## src/ooo_pkg.sv

```systemverilog
package ooo_pkg;

    // Width of every data value in the core
    parameter int xlen = 32;

    // Architectural register file size and its index type
    parameter int num_regs = 8;
    typedef logic [2:0] reg_idx_t;

    // Station entries carry tags at the widest supported size
    parameter int max_tag_bits = 4;
    typedef logic [max_tag_bits-1:0] tag_max_t;

    // Width of the running dispatch stamp used for age ordering
    parameter int age_bits = 32;

    // ALU operations in the order the front end encodes them
    typedef enum logic [2:0] {
        op_add = 3'd0,
        op_sub = 3'd1,
        op_and = 3'd2,
        op_or  = 3'd3,
        op_xor = 3'd4,
        op_sll = 3'd5,
        op_srl = 3'd6,
        op_slt = 3'd7
    } alu_op_e;

    // One renamed instruction waiting in the reservation station
    typedef struct packed {
        alu_op_e               op;
        tag_max_t              dest_tag;
        logic                  src1_ready;
        logic [xlen-1:0]       src1_value;
        tag_max_t              src1_tag;
        logic                  src2_ready;
        logic [xlen-1:0]       src2_value;
        tag_max_t              src2_tag;
        logic [age_bits-1:0]   age;
    } rs_entry_t;

endpackage

```

## src/ooo_ifs.sv

```systemverilog
`timescale 1ns/1ps

// Renamed instruction handed from the dispatch glue to the station
interface dispatch_if #(
    parameter int tag_bits = 3
);
    logic                      valid;
    ooo_pkg::alu_op_e          op;
    logic [tag_bits-1:0]       dest_tag;
    logic                      src1_ready;
    logic [tag_bits-1:0]       src1_tag;
    logic [ooo_pkg::xlen-1:0]  src1_value;
    logic                      src2_ready;
    logic [tag_bits-1:0]       src2_tag;
    logic [ooo_pkg::xlen-1:0]  src2_value;

    modport source (output valid, op, dest_tag, src1_ready, src1_tag, src1_value,
                    src2_ready, src2_tag, src2_value);
    modport sink (input valid, op, dest_tag, src1_ready, src1_tag, src1_value,
                  src2_ready, src2_tag, src2_value);
endinterface

// Common data bus carrying one result broadcast per cycle
interface cdb_if #(
    parameter int tag_bits = 3
);
    logic                      valid;
    logic [tag_bits-1:0]       tag;
    logic [ooo_pkg::xlen-1:0]  value;

    modport driver (output valid, tag, value);
    modport listener (input valid, tag, value);
endinterface

```

## src/tag_allocator.sv

```systemverilog
`timescale 1ns/1ps

module tag_allocator #(
    parameter int tag_count = 8,
    parameter int tag_bits  = 3
) (
    input  logic                 clk,
    input  logic                 rst,
    input  logic                 alloc,
    cdb_if.listener              cdb,
    output logic [tag_bits-1:0]  alloc_tag,
    output logic                 none_free
);

    localparam int cnt_bits = $clog2(tag_count + 1);

    // One bit per tag and set while the tag is free
    logic [tag_count-1:0] free_map;
    // Number of tags handed out and not yet broadcast
    logic [cnt_bits-1:0]  in_flight;

    // Scan from the top so the lowest free tag wins
    always_comb begin
        alloc_tag = '0;
        for (int i = tag_count - 1; i >= 0; i--) begin
            if (free_map[i]) begin
                alloc_tag = tag_bits'(i);
            end
        end
    end

    assign none_free = (in_flight == cnt_bits'(tag_count));

    // A tag being broadcast is busy so it never equals the allocated one
    always_ff @(posedge clk) begin
        if (rst) begin
            free_map  <= '1;
            in_flight <= '0;
        end else begin
            if (cdb.valid) begin
                free_map[cdb.tag] <= 1'b1;
            end
            if (alloc) begin
                free_map[alloc_tag] <= 1'b0;
            end
            in_flight <= in_flight + cnt_bits'(alloc) - cnt_bits'(cdb.valid);
        end
    end

    a_count_bound: assert property (@(posedge clk) disable iff (rst)
        in_flight <= cnt_bits'(tag_count))
        else $error("tag in-flight count exceeds tag_count");

    // The ALU may only broadcast a tag that was handed out earlier
    a_broadcast_busy: assert property (@(posedge clk) disable iff (rst)
        cdb.valid |-> !free_map[cdb.tag])
        else $error("broadcast of free tag %0d", cdb.tag);

endmodule

```

## src/register_status.sv

```systemverilog
`timescale 1ns/1ps

module register_status #(
    parameter int tag_bits = 3
) (
    input  logic                      clk,
    input  logic                      rst,
    input  ooo_pkg::reg_idx_t         rs1,
    input  ooo_pkg::reg_idx_t         rs2,
    input  ooo_pkg::reg_idx_t         rd,
    input  logic                      write_tag,
    input  logic [tag_bits-1:0]       new_tag,
    cdb_if.listener                   cdb,
    output logic                      src1_ready,
    output logic [tag_bits-1:0]       src1_tag,
    output logic [ooo_pkg::xlen-1:0]  src1_value,
    output logic                      src2_ready,
    output logic [tag_bits-1:0]       src2_tag,
    output logic [ooo_pkg::xlen-1:0]  src2_value
);

    // Per register state holding the last value and the pending producer
    logic [ooo_pkg::xlen-1:0]     reg_value [ooo_pkg::num_regs];
    logic [ooo_pkg::num_regs-1:0] reg_pending;
    logic [tag_bits-1:0]          reg_tag [ooo_pkg::num_regs];

    typedef struct packed {
        logic                      ready;
        logic [tag_bits-1:0]       tag;
        logic [ooo_pkg::xlen-1:0]  value;
    } read_t;

    // A broadcast of the pending tag in this cycle is forwarded to the reader
    function automatic read_t read_reg(ooo_pkg::reg_idx_t idx);
        read_t r;
        r.ready = !reg_pending[idx];
        r.tag   = reg_tag[idx];
        r.value = reg_value[idx];
        if (reg_pending[idx] && cdb.valid && cdb.tag == reg_tag[idx]) begin
            r.ready = 1'b1;
            r.value = cdb.value;
        end
        return r;
    endfunction

    always_comb begin
        {src1_ready, src1_tag, src1_value} = read_reg(rs1);
        {src2_ready, src2_tag, src2_value} = read_reg(rs2);
    end

    // Only the newest rename may retire a register
    // A stale tag broadcast finds no match and leaves the value alone
    always_ff @(posedge clk) begin
        if (rst) begin
            reg_pending <= '0;
            for (int i = 0; i < ooo_pkg::num_regs; i++) begin
                reg_value[i] <= '0;
            end
        end else begin
            for (int i = 0; i < ooo_pkg::num_regs; i++) begin
                if (cdb.valid && reg_pending[i] && reg_tag[i] == cdb.tag) begin
                    reg_value[i]   <= cdb.value;
                    reg_pending[i] <= 1'b0;
                end
            end
            // A rename in the same cycle overrides the clear above
            if (write_tag) begin
                reg_pending[rd] <= 1'b1;
            end
        end
    end

    always_ff @(posedge clk) begin
        if (write_tag) begin
            reg_tag[rd] <= new_tag;
        end
    end

endmodule

```

## src/reservation_station.sv

```systemverilog
`timescale 1ns/1ps

module reservation_station #(
    parameter int rs_depth = 4,
    parameter int tag_bits = 3
) (
    input  logic                      clk,
    input  logic                      rst,
    dispatch_if.sink                  disp,
    cdb_if.listener                   cdb,
    output logic                      station_full,
    output logic                      issue_valid,
    output ooo_pkg::alu_op_e          issue_op,
    output logic [ooo_pkg::xlen-1:0]  issue_a,
    output logic [ooo_pkg::xlen-1:0]  issue_b,
    output logic [tag_bits-1:0]       issue_tag
);

    localparam int idx_bits = (rs_depth > 1) ? $clog2(rs_depth) : 1;

    ooo_pkg::rs_entry_t            entries [rs_depth];
    logic [rs_depth-1:0]           entry_valid;
    // Running stamp given to each dispatch so older entries compare lower
    logic [ooo_pkg::age_bits-1:0]  age_ctr;

    logic [idx_bits-1:0]           free_idx;
    logic [idx_bits-1:0]           sel_idx;
    ooo_pkg::rs_entry_t            new_entry;

    // Capture a matching broadcast into any operand still waiting on it
    function automatic ooo_pkg::rs_entry_t wake(ooo_pkg::rs_entry_t e);
        ooo_pkg::rs_entry_t w;
        w = e;
        if (cdb.valid && !e.src1_ready && e.src1_tag[tag_bits-1:0] == cdb.tag) begin
            w.src1_ready = 1'b1;
            w.src1_value = cdb.value;
        end
        if (cdb.valid && !e.src2_ready && e.src2_tag[tag_bits-1:0] == cdb.tag) begin
            w.src2_ready = 1'b1;
            w.src2_value = cdb.value;
        end
        return w;
    endfunction

    // Widen the dispatched fields into the station's entry format
    always_comb begin
        new_entry            = '0;
        new_entry.op         = disp.op;
        new_entry.dest_tag   = ooo_pkg::tag_max_t'(disp.dest_tag);
        new_entry.src1_ready = disp.src1_ready;
        new_entry.src1_value = disp.src1_value;
        new_entry.src1_tag   = ooo_pkg::tag_max_t'(disp.src1_tag);
        new_entry.src2_ready = disp.src2_ready;
        new_entry.src2_value = disp.src2_value;
        new_entry.src2_tag   = ooo_pkg::tag_max_t'(disp.src2_tag);
        new_entry.age        = age_ctr;
    end

    // First empty slot takes the next dispatch
    always_comb begin
        free_idx = '0;
        for (int i = rs_depth - 1; i >= 0; i--) begin
            if (!entry_valid[i]) begin
                free_idx = idx_bits'(i);
            end
        end
    end

    assign station_full = &entry_valid;

    // Pick the ready entry with the smallest age stamp
    always_comb begin : select_oldest
        logic [ooo_pkg::age_bits-1:0] best_age;
        issue_valid = 1'b0;
        sel_idx     = '0;
        best_age    = '1;
        for (int i = 0; i < rs_depth; i++) begin
            if (entry_valid[i] && entries[i].src1_ready && entries[i].src2_ready &&
                (!issue_valid || entries[i].age < best_age)) begin
                issue_valid = 1'b1;
                sel_idx     = idx_bits'(i);
                best_age    = entries[i].age;
            end
        end
    end

    assign issue_op  = entries[sel_idx].op;
    assign issue_a   = entries[sel_idx].src1_value;
    assign issue_b   = entries[sel_idx].src2_value;
    assign issue_tag = entries[sel_idx].dest_tag[tag_bits-1:0];

    // The dispatch slot is empty now so it never collides with the issued one
    always_ff @(posedge clk) begin
        if (rst) begin
            entry_valid <= '0;
            age_ctr     <= '0;
        end else begin
            if (issue_valid) begin
                entry_valid[sel_idx] <= 1'b0;
            end
            if (disp.valid) begin
                entry_valid[free_idx] <= 1'b1;
                age_ctr               <= age_ctr + 1'b1;
            end
        end
    end

    // Stored entries keep listening and a new entry sees this cycle's broadcast
    always_ff @(posedge clk) begin
        for (int i = 0; i < rs_depth; i++) begin
            entries[i] <= wake(entries[i]);
        end
        if (disp.valid) begin
            entries[free_idx] <= wake(new_entry);
        end
    end

    // The source must hold off while the top level shows full
    a_no_dispatch_full: assert property (@(posedge clk) disable iff (rst)
        disp.valid |-> !station_full)
        else $error("dispatch into a full reservation station");

    // A destination tag lives in one entry only, so an issued tag is never on the bus yet
    a_issue_tag_live: assert property (@(posedge clk) disable iff (rst)
        issue_valid |-> !(cdb.valid && cdb.tag == issue_tag))
        else $error("issue of tag %0h while the same tag is broadcast", issue_tag);

endmodule

```

## src/alu_pipe.sv

```systemverilog
`timescale 1ns/1ps

module alu_pipe #(
    parameter int tag_bits = 3
) (
    input  logic                      clk,
    input  logic                      rst,
    input  logic                      issue_valid,
    input  ooo_pkg::alu_op_e          issue_op,
    input  logic [ooo_pkg::xlen-1:0]  issue_a,
    input  logic [ooo_pkg::xlen-1:0]  issue_b,
    input  logic [tag_bits-1:0]       issue_tag,
    cdb_if.driver                     cdb
);

    // Stage one holds the operands and the decoded adder controls
    logic                      s1_valid;
    ooo_pkg::alu_op_e          s1_op;
    logic [ooo_pkg::xlen-1:0]  s1_a;
    logic [ooo_pkg::xlen-1:0]  s1_b;
    logic [ooo_pkg::xlen-1:0]  s1_addend;
    logic                      s1_carry_in;
    logic [4:0]                s1_shamt;
    logic [tag_bits-1:0]       s1_tag;
    logic [ooo_pkg::xlen-1:0]  result;

    always_ff @(posedge clk) begin
        if (rst) begin
            s1_valid  <= 1'b0;
            cdb.valid <= 1'b0;
        end else begin
            s1_valid  <= issue_valid;
            cdb.valid <= s1_valid;
        end
    end

    // Subtraction becomes an add of the inverted operand plus one
    always_ff @(posedge clk) begin
        s1_op       <= issue_op;
        s1_a        <= issue_a;
        s1_b        <= issue_b;
        s1_addend   <= (issue_op == ooo_pkg::op_sub) ? ~issue_b : issue_b;
        s1_carry_in <= (issue_op == ooo_pkg::op_sub);
        s1_shamt    <= issue_b[4:0];
        s1_tag      <= issue_tag;
    end

    always_comb begin
        case (s1_op)
            ooo_pkg::op_add,
            ooo_pkg::op_sub: result = s1_a + s1_addend + ooo_pkg::xlen'(s1_carry_in);
            ooo_pkg::op_and: result = s1_a & s1_b;
            ooo_pkg::op_or:  result = s1_a | s1_b;
            ooo_pkg::op_xor: result = s1_a ^ s1_b;
            ooo_pkg::op_sll: result = s1_a << s1_shamt;
            ooo_pkg::op_srl: result = s1_a >> s1_shamt;
            ooo_pkg::op_slt: result = ooo_pkg::xlen'($signed(s1_a) < $signed(s1_b));
            default:         result = '0;
        endcase
    end

    // Stage two drives the common data bus directly from its registers
    always_ff @(posedge clk) begin
        cdb.tag   <= s1_tag;
        cdb.value <= result;
    end

endmodule

```

## src/ooo_issue_top.sv

```systemverilog
`timescale 1ns/1ps

module ooo_issue_top #(
    parameter int rs_depth  = 4,
    parameter int tag_count = 8,
    parameter int tag_bits  = 3
) (
    input  logic                      clk,
    input  logic                      rst,
    input  logic                      inst_valid,
    input  ooo_pkg::alu_op_e          inst_op,
    input  ooo_pkg::reg_idx_t         inst_rd,
    input  ooo_pkg::reg_idx_t         inst_rs1,
    input  ooo_pkg::reg_idx_t         inst_rs2,
    input  logic                      inst_use_imm,
    input  logic [ooo_pkg::xlen-1:0]  inst_imm,
    output logic                      full,
    output logic [tag_bits-1:0]       dispatch_tag,
    output logic                      result_valid,
    output logic [tag_bits-1:0]       result_tag,
    output logic [ooo_pkg::xlen-1:0]  result_value
);

    dispatch_if #(.tag_bits(tag_bits)) disp_bus ();
    cdb_if #(.tag_bits(tag_bits)) cdb_bus ();

    logic                      none_free;
    logic                      station_full;
    logic [tag_bits-1:0]       alloc_tag;
    logic                      rs2_ready;
    logic [tag_bits-1:0]       rs2_tag;
    logic [ooo_pkg::xlen-1:0]  rs2_value;
    logic                      issue_valid;
    ooo_pkg::alu_op_e          issue_op;
    logic [ooo_pkg::xlen-1:0]  issue_a;
    logic [ooo_pkg::xlen-1:0]  issue_b;
    logic [tag_bits-1:0]       issue_tag;

    tag_allocator #(.tag_count(tag_count), .tag_bits(tag_bits)) tag_alloc_i (
        .clk(clk), .rst(rst), .alloc(inst_valid), .cdb(cdb_bus.listener),
        .alloc_tag(alloc_tag), .none_free(none_free)
    );

    // Operand one goes straight onto the dispatch bus
    register_status #(.tag_bits(tag_bits)) reg_status_i (
        .clk(clk), .rst(rst), .rs1(inst_rs1), .rs2(inst_rs2), .rd(inst_rd),
        .write_tag(inst_valid), .new_tag(alloc_tag), .cdb(cdb_bus.listener),
        .src1_ready(disp_bus.src1_ready), .src1_tag(disp_bus.src1_tag),
        .src1_value(disp_bus.src1_value),
        .src2_ready(rs2_ready), .src2_tag(rs2_tag), .src2_value(rs2_value)
    );

    // An immediate replaces operand two and is ready at once
    assign disp_bus.valid      = inst_valid;
    assign disp_bus.op         = inst_op;
    assign disp_bus.dest_tag   = alloc_tag;
    assign disp_bus.src2_ready = inst_use_imm | rs2_ready;
    assign disp_bus.src2_tag   = rs2_tag;
    assign disp_bus.src2_value = inst_use_imm ? inst_imm : rs2_value;

    reservation_station #(.rs_depth(rs_depth), .tag_bits(tag_bits)) station_i (
        .clk(clk), .rst(rst), .disp(disp_bus.sink), .cdb(cdb_bus.listener),
        .station_full(station_full), .issue_valid(issue_valid), .issue_op(issue_op),
        .issue_a(issue_a), .issue_b(issue_b), .issue_tag(issue_tag)
    );

    alu_pipe #(.tag_bits(tag_bits)) alu_i (
        .clk(clk), .rst(rst), .issue_valid(issue_valid), .issue_op(issue_op),
        .issue_a(issue_a), .issue_b(issue_b), .issue_tag(issue_tag),
        .cdb(cdb_bus.driver)
    );

    // No back-pressure so the source watches full before it strobes
    assign full         = none_free | station_full;
    assign dispatch_tag = alloc_tag;
    assign result_valid = cdb_bus.valid;
    assign result_tag   = cdb_bus.tag;
    assign result_value = cdb_bus.value;

endmodule

```

## config.mk

```make
export PLATFORM = sky130hd
export DESIGN_NAME = ooo_issue_top
export DESIGN_NICKNAME = d
export VERILOG_FILES = /design/src/ooo_pkg.sv /design/src/ooo_ifs.sv /design/src/tag_allocator.sv /design/src/register_status.sv /design/src/reservation_station.sv /design/src/alu_pipe.sv /design/src/ooo_issue_top.sv
export SDC_FILE = /design/constraint.sdc
export NUM_CORES = 2
export LEC_CHECK = 0
export BUFFER_PORTS_ARGS = -buffer_cell sky130_fd_sc_hd__buf_2
export CAP_MARGIN = 20
export CORE_MARGIN = 3
export CORE_UTILIZATION = 40
export DETAILED_ROUTE_END_ITERATION = 10
export GPL_ROUTABILITY_DRIVEN = 0
export SETUP_SLACK_MARGIN = 0.3
export SKIP_LAST_GASP = 1
export SLEW_MARGIN = 20
export SYNTH_ARGS = -nofsm -noshare
export SYNTH_HDL_FRONTEND = slang
export SYNTH_SLANG_ARGS = --single-unit
```

## constraint.sdc

```tcl
create_clock -name clk -period 10.9 [get_ports clk]
set_input_delay 1.09 -clock clk [delete_from_list [all_inputs] [get_ports clk]]
set_output_delay 1.09 -clock clk [all_outputs]
set_load 0.02 [all_outputs]
```

==> flow_summary.toml <==
[drt]
wirelength_mm = 138
vias = 34221
viasPerCell = 5.73
antenna_left = 0
drt_first_pass_iters = 6
routedWlPerCell_um = 23.1
drt_iter0_drc = 3425
drc = 0

[setup_path]
r2r-start = "station_i.entries[0][105]$_SDFFCE_PN1P_"
crit_slowest_cell = "nor2_2"
slowest_delay_ps = 740
r2r-end = "alu_i.s1_addend[5]$_DFF_P_"
reg2reg_depth = 32
critical_path.top_delay_family = "compound AO/OA/AOI/OAI gates"
worstPathMaxFanout = 81
endpoint_kind = "flop"
worst-path-stages = 32
regToRegSetupSlack_ps = 1410
crit_end = "alu_i.s1_addend[5]$_DFF_P_"
cp.arrival_ps = 10020
crit_path_start = "station_i.entries[0][105]$_SDFFCE_PN1P_"
path_buf_inv = 2
crit_required_ps = 11420
criticalPathCategory = "flop to flop"
start_kind = "flop"
cpMostUsedCell = "nor2_1"

[synth]
synth_simple_gate_area_share_pct = 10.4
ys_seq_area_share_pct = 52.8
synthesis.area_mm2 = 0.0484
synthMuxAreaShare_pct = 12.3
synth_fp_nets = 4571
yosys.area_share.adder_pct = 5.94
synth_top_family_by_area = "compound AO/OA/AOI/OAI gates"
synth_edf_count = 720
postSynthCellCount = 4296
yosys_warnings = 0
ys_seq_elements = 916
synth_compound_area_share_pct = 12.5
async_flop_share_pct = 0
avgSynthCellArea_um2 = 11.3
ys_types = 82
yosys.area_share.xor_xnor_pct = 2.55
ys.flop_type = "edfxtp_1"

[cts]
htree_levels = 3
cts_buffer_depth = 3
post-cts-setup-buffers = 0
cts.sinks = 916
clockRootBuffer = "clkbuf_16"
cts_resized = 0
numCtsBuffers = 95
tritoncts = "built"
clk_pin_slew_ps = 60
insertion_delay_ps = 680
ctsHoldBuffers = 0

[global_route]
grt_antenna_before_repair = 5
grt-ovfl-total = 0
grt_pass1_wl_mm = 208
grt_pass1_vias = 33160
grt_usage_pct = 21.5
grt_util_met3_pct = 2.70
grt_max_degree = 98
met2_usage_pct = 34.0
busiest_layer = "met2"
met1_usage_pct = 30.9

[timing]
min_period_ps = 9490
rsz0062_at_grt = "false"
finalSetupViolCount = 0
final_max_slew_viol_count = 0
clock.fmax_mhz = 105
clock_skew_ps = 30.1
finalHoldViolations = 0
slew_headroom_pct = 30.8
post-route-period-util_pct = 87.1
setup-tns-final_ps = 0
worst_slew_pin_slew_ps = 1040

[cells_and_area]
layout_commonest_cell = "edfxtp_1"
final_cell_mix = "edfxtp_1 (720), nor2_1 (533), o21ai_0 (482)"
syn_to_final_growth_pct = 10.8
final_area_mm2 = 0.0536
drive_above_1_share_pct = 12.2
seq_area_mm2 = 0.0255
fin_util_pct = 45.0
finalNonFillerCells = 5972
fill_cells = 10942
finalNetCount = 4566
multiInputGateArea_mm2 = 0.0214

[place]
dpl.hpwl_mm = 92.1
io_buffers = 87
placed_area_mm2 = 0.0505
place_inst = 5793

[floorplanning]
fp-row-count = 126
dieHeight_um = 354
io_pins = 88
die_x_um = 354
core_area_mm2 = 0.119
initial_core_util_pct = 40.6
dieArea_mm2 = 0.125

[power]
p_clk_share_pct = 29.5
leakage_nw = 20.3
power_frac_seq_pct = 42.6
ir_drop_mv = 0.137
p_comb_share_pct = 27.9
p_sw_share_pct = 34.5
internal-power_mw = 7.22
power_switching_mw = 3.80
pwr_density_cell_mw_per_mm2 = 206

[status]
status = "finished clean"

[job]
max_cap_viol_count = 0

[min_path]
hold_path.class = "flop to flop"
stage by stage:
stage	power, mW	hold slack [ps]	setup slack, ps
3_5_place_dp	7.77	312	1350
3_3_place_gp	7.74	310	1560
4_1_cts	11.0	307	1290
2_1_floorplan	6.67	310	2680
5_1_grt	11.6	314	394
6_report	11.0	308	1410
cells by family after synthesis:
family          Yosys count
simple gates           1170
fa+ha+maj               228
compound gates         1024
xor+xnor                141
buf+inv                 409
flops                   916
mux                     408
synthesized netlist by cell type (38+ instances only):
master,instances,area share (%)
a21oi_1,237,2.5
a221o_1,49,1.0
buf_2,38,0.39
clkbuf_1,181,1.4
dfxtp_1,196,8.1
edfxtp_1,720,45
ha_1,224,5.8
inv_1,140,1.1
mux2i_1,228,4.7
mux4_2,147,6.8
nand2_1,373,2.9
nand2b_1,60,0.78
nand3_1,38,0.39
nor2_1,534,4.1
o21ai_0,482,5.0
xor2_1,110,2.0
worst min-delay path by stage:
stage                                           to                    start  cells past startpoint  slack, ps
after floorplan           alu_i.cdb.tag[0]$_DFF_P_  alu_i.s1_tag[0]$_DFF_P_                      0        310
after global placement    alu_i.cdb.tag[1]$_DFF_P_  alu_i.s1_tag[1]$_DFF_P_                      0        310
after detailed placement  alu_i.cdb.tag[1]$_DFF_P_  alu_i.s1_tag[1]$_DFF_P_                      0        310
after CTS                 alu_i.cdb.tag[0]$_DFF_P_  alu_i.s1_tag[0]$_DFF_P_                      0        310
after global routing      alu_i.cdb.tag[0]$_DFF_P_  alu_i.s1_tag[0]$_DFF_P_                      0        310
final                     alu_i.cdb.tag[0]$_DFF_P_  alu_i.s1_tag[0]$_DFF_P_                      0        310
power groups by stage:
| stage | clock network (mW) | logic (mW) | registers, mW |
|---|---|---|---|
| floorplan | 0 | 2.08 | 4.59 |
| global placement | 0 | 2.98 | 4.75 |
| detailed placement | 0 | 3.01 | 4.75 |
| CTS | 3.30 | 3.03 | 4.68 |
| global route | 3.44 | 3.39 | 4.73 |
| finish | 3.25 | 3.07 | 4.70 |
sequential cells by signal, summed over array words and instances, names as in the netlist, 4 cells and up:
name	cells
station_i.entries	440
reg_status_i.reg_value	256
alu_i.cdb.value	32
alu_i.s1_a	32
alu_i.s1_addend	32
alu_i.s1_b	32
station_i.age_ctr	32
reg_status_i.reg_tag	24
reg_status_i.reg_pending	8
tag_alloc_i.free_map	8
station_i.entry_valid	4
tag_alloc_i.in_flight	4
metal layers:
layer,routed length [um],vias to the layer above
li1,-,15886
met1,62000,16811
met2,63000,1277
met3,9190,247
met4,3900,0
met5,0,-
cell type report:
cell class	instances	share of cell area (%)
Sequential cell	916	47.7
Clock buffer	136	5.05
Multi-Input combinational cell	2972	39.9
Inverter	146	1.02
Tap cell	1600	3.74
Antenna cell	1	0.00467
Clock inverter	41	0.757
Timing Repair Buffer	160	1.88
No activity file was read; power rests on OpenSTA's default activity.
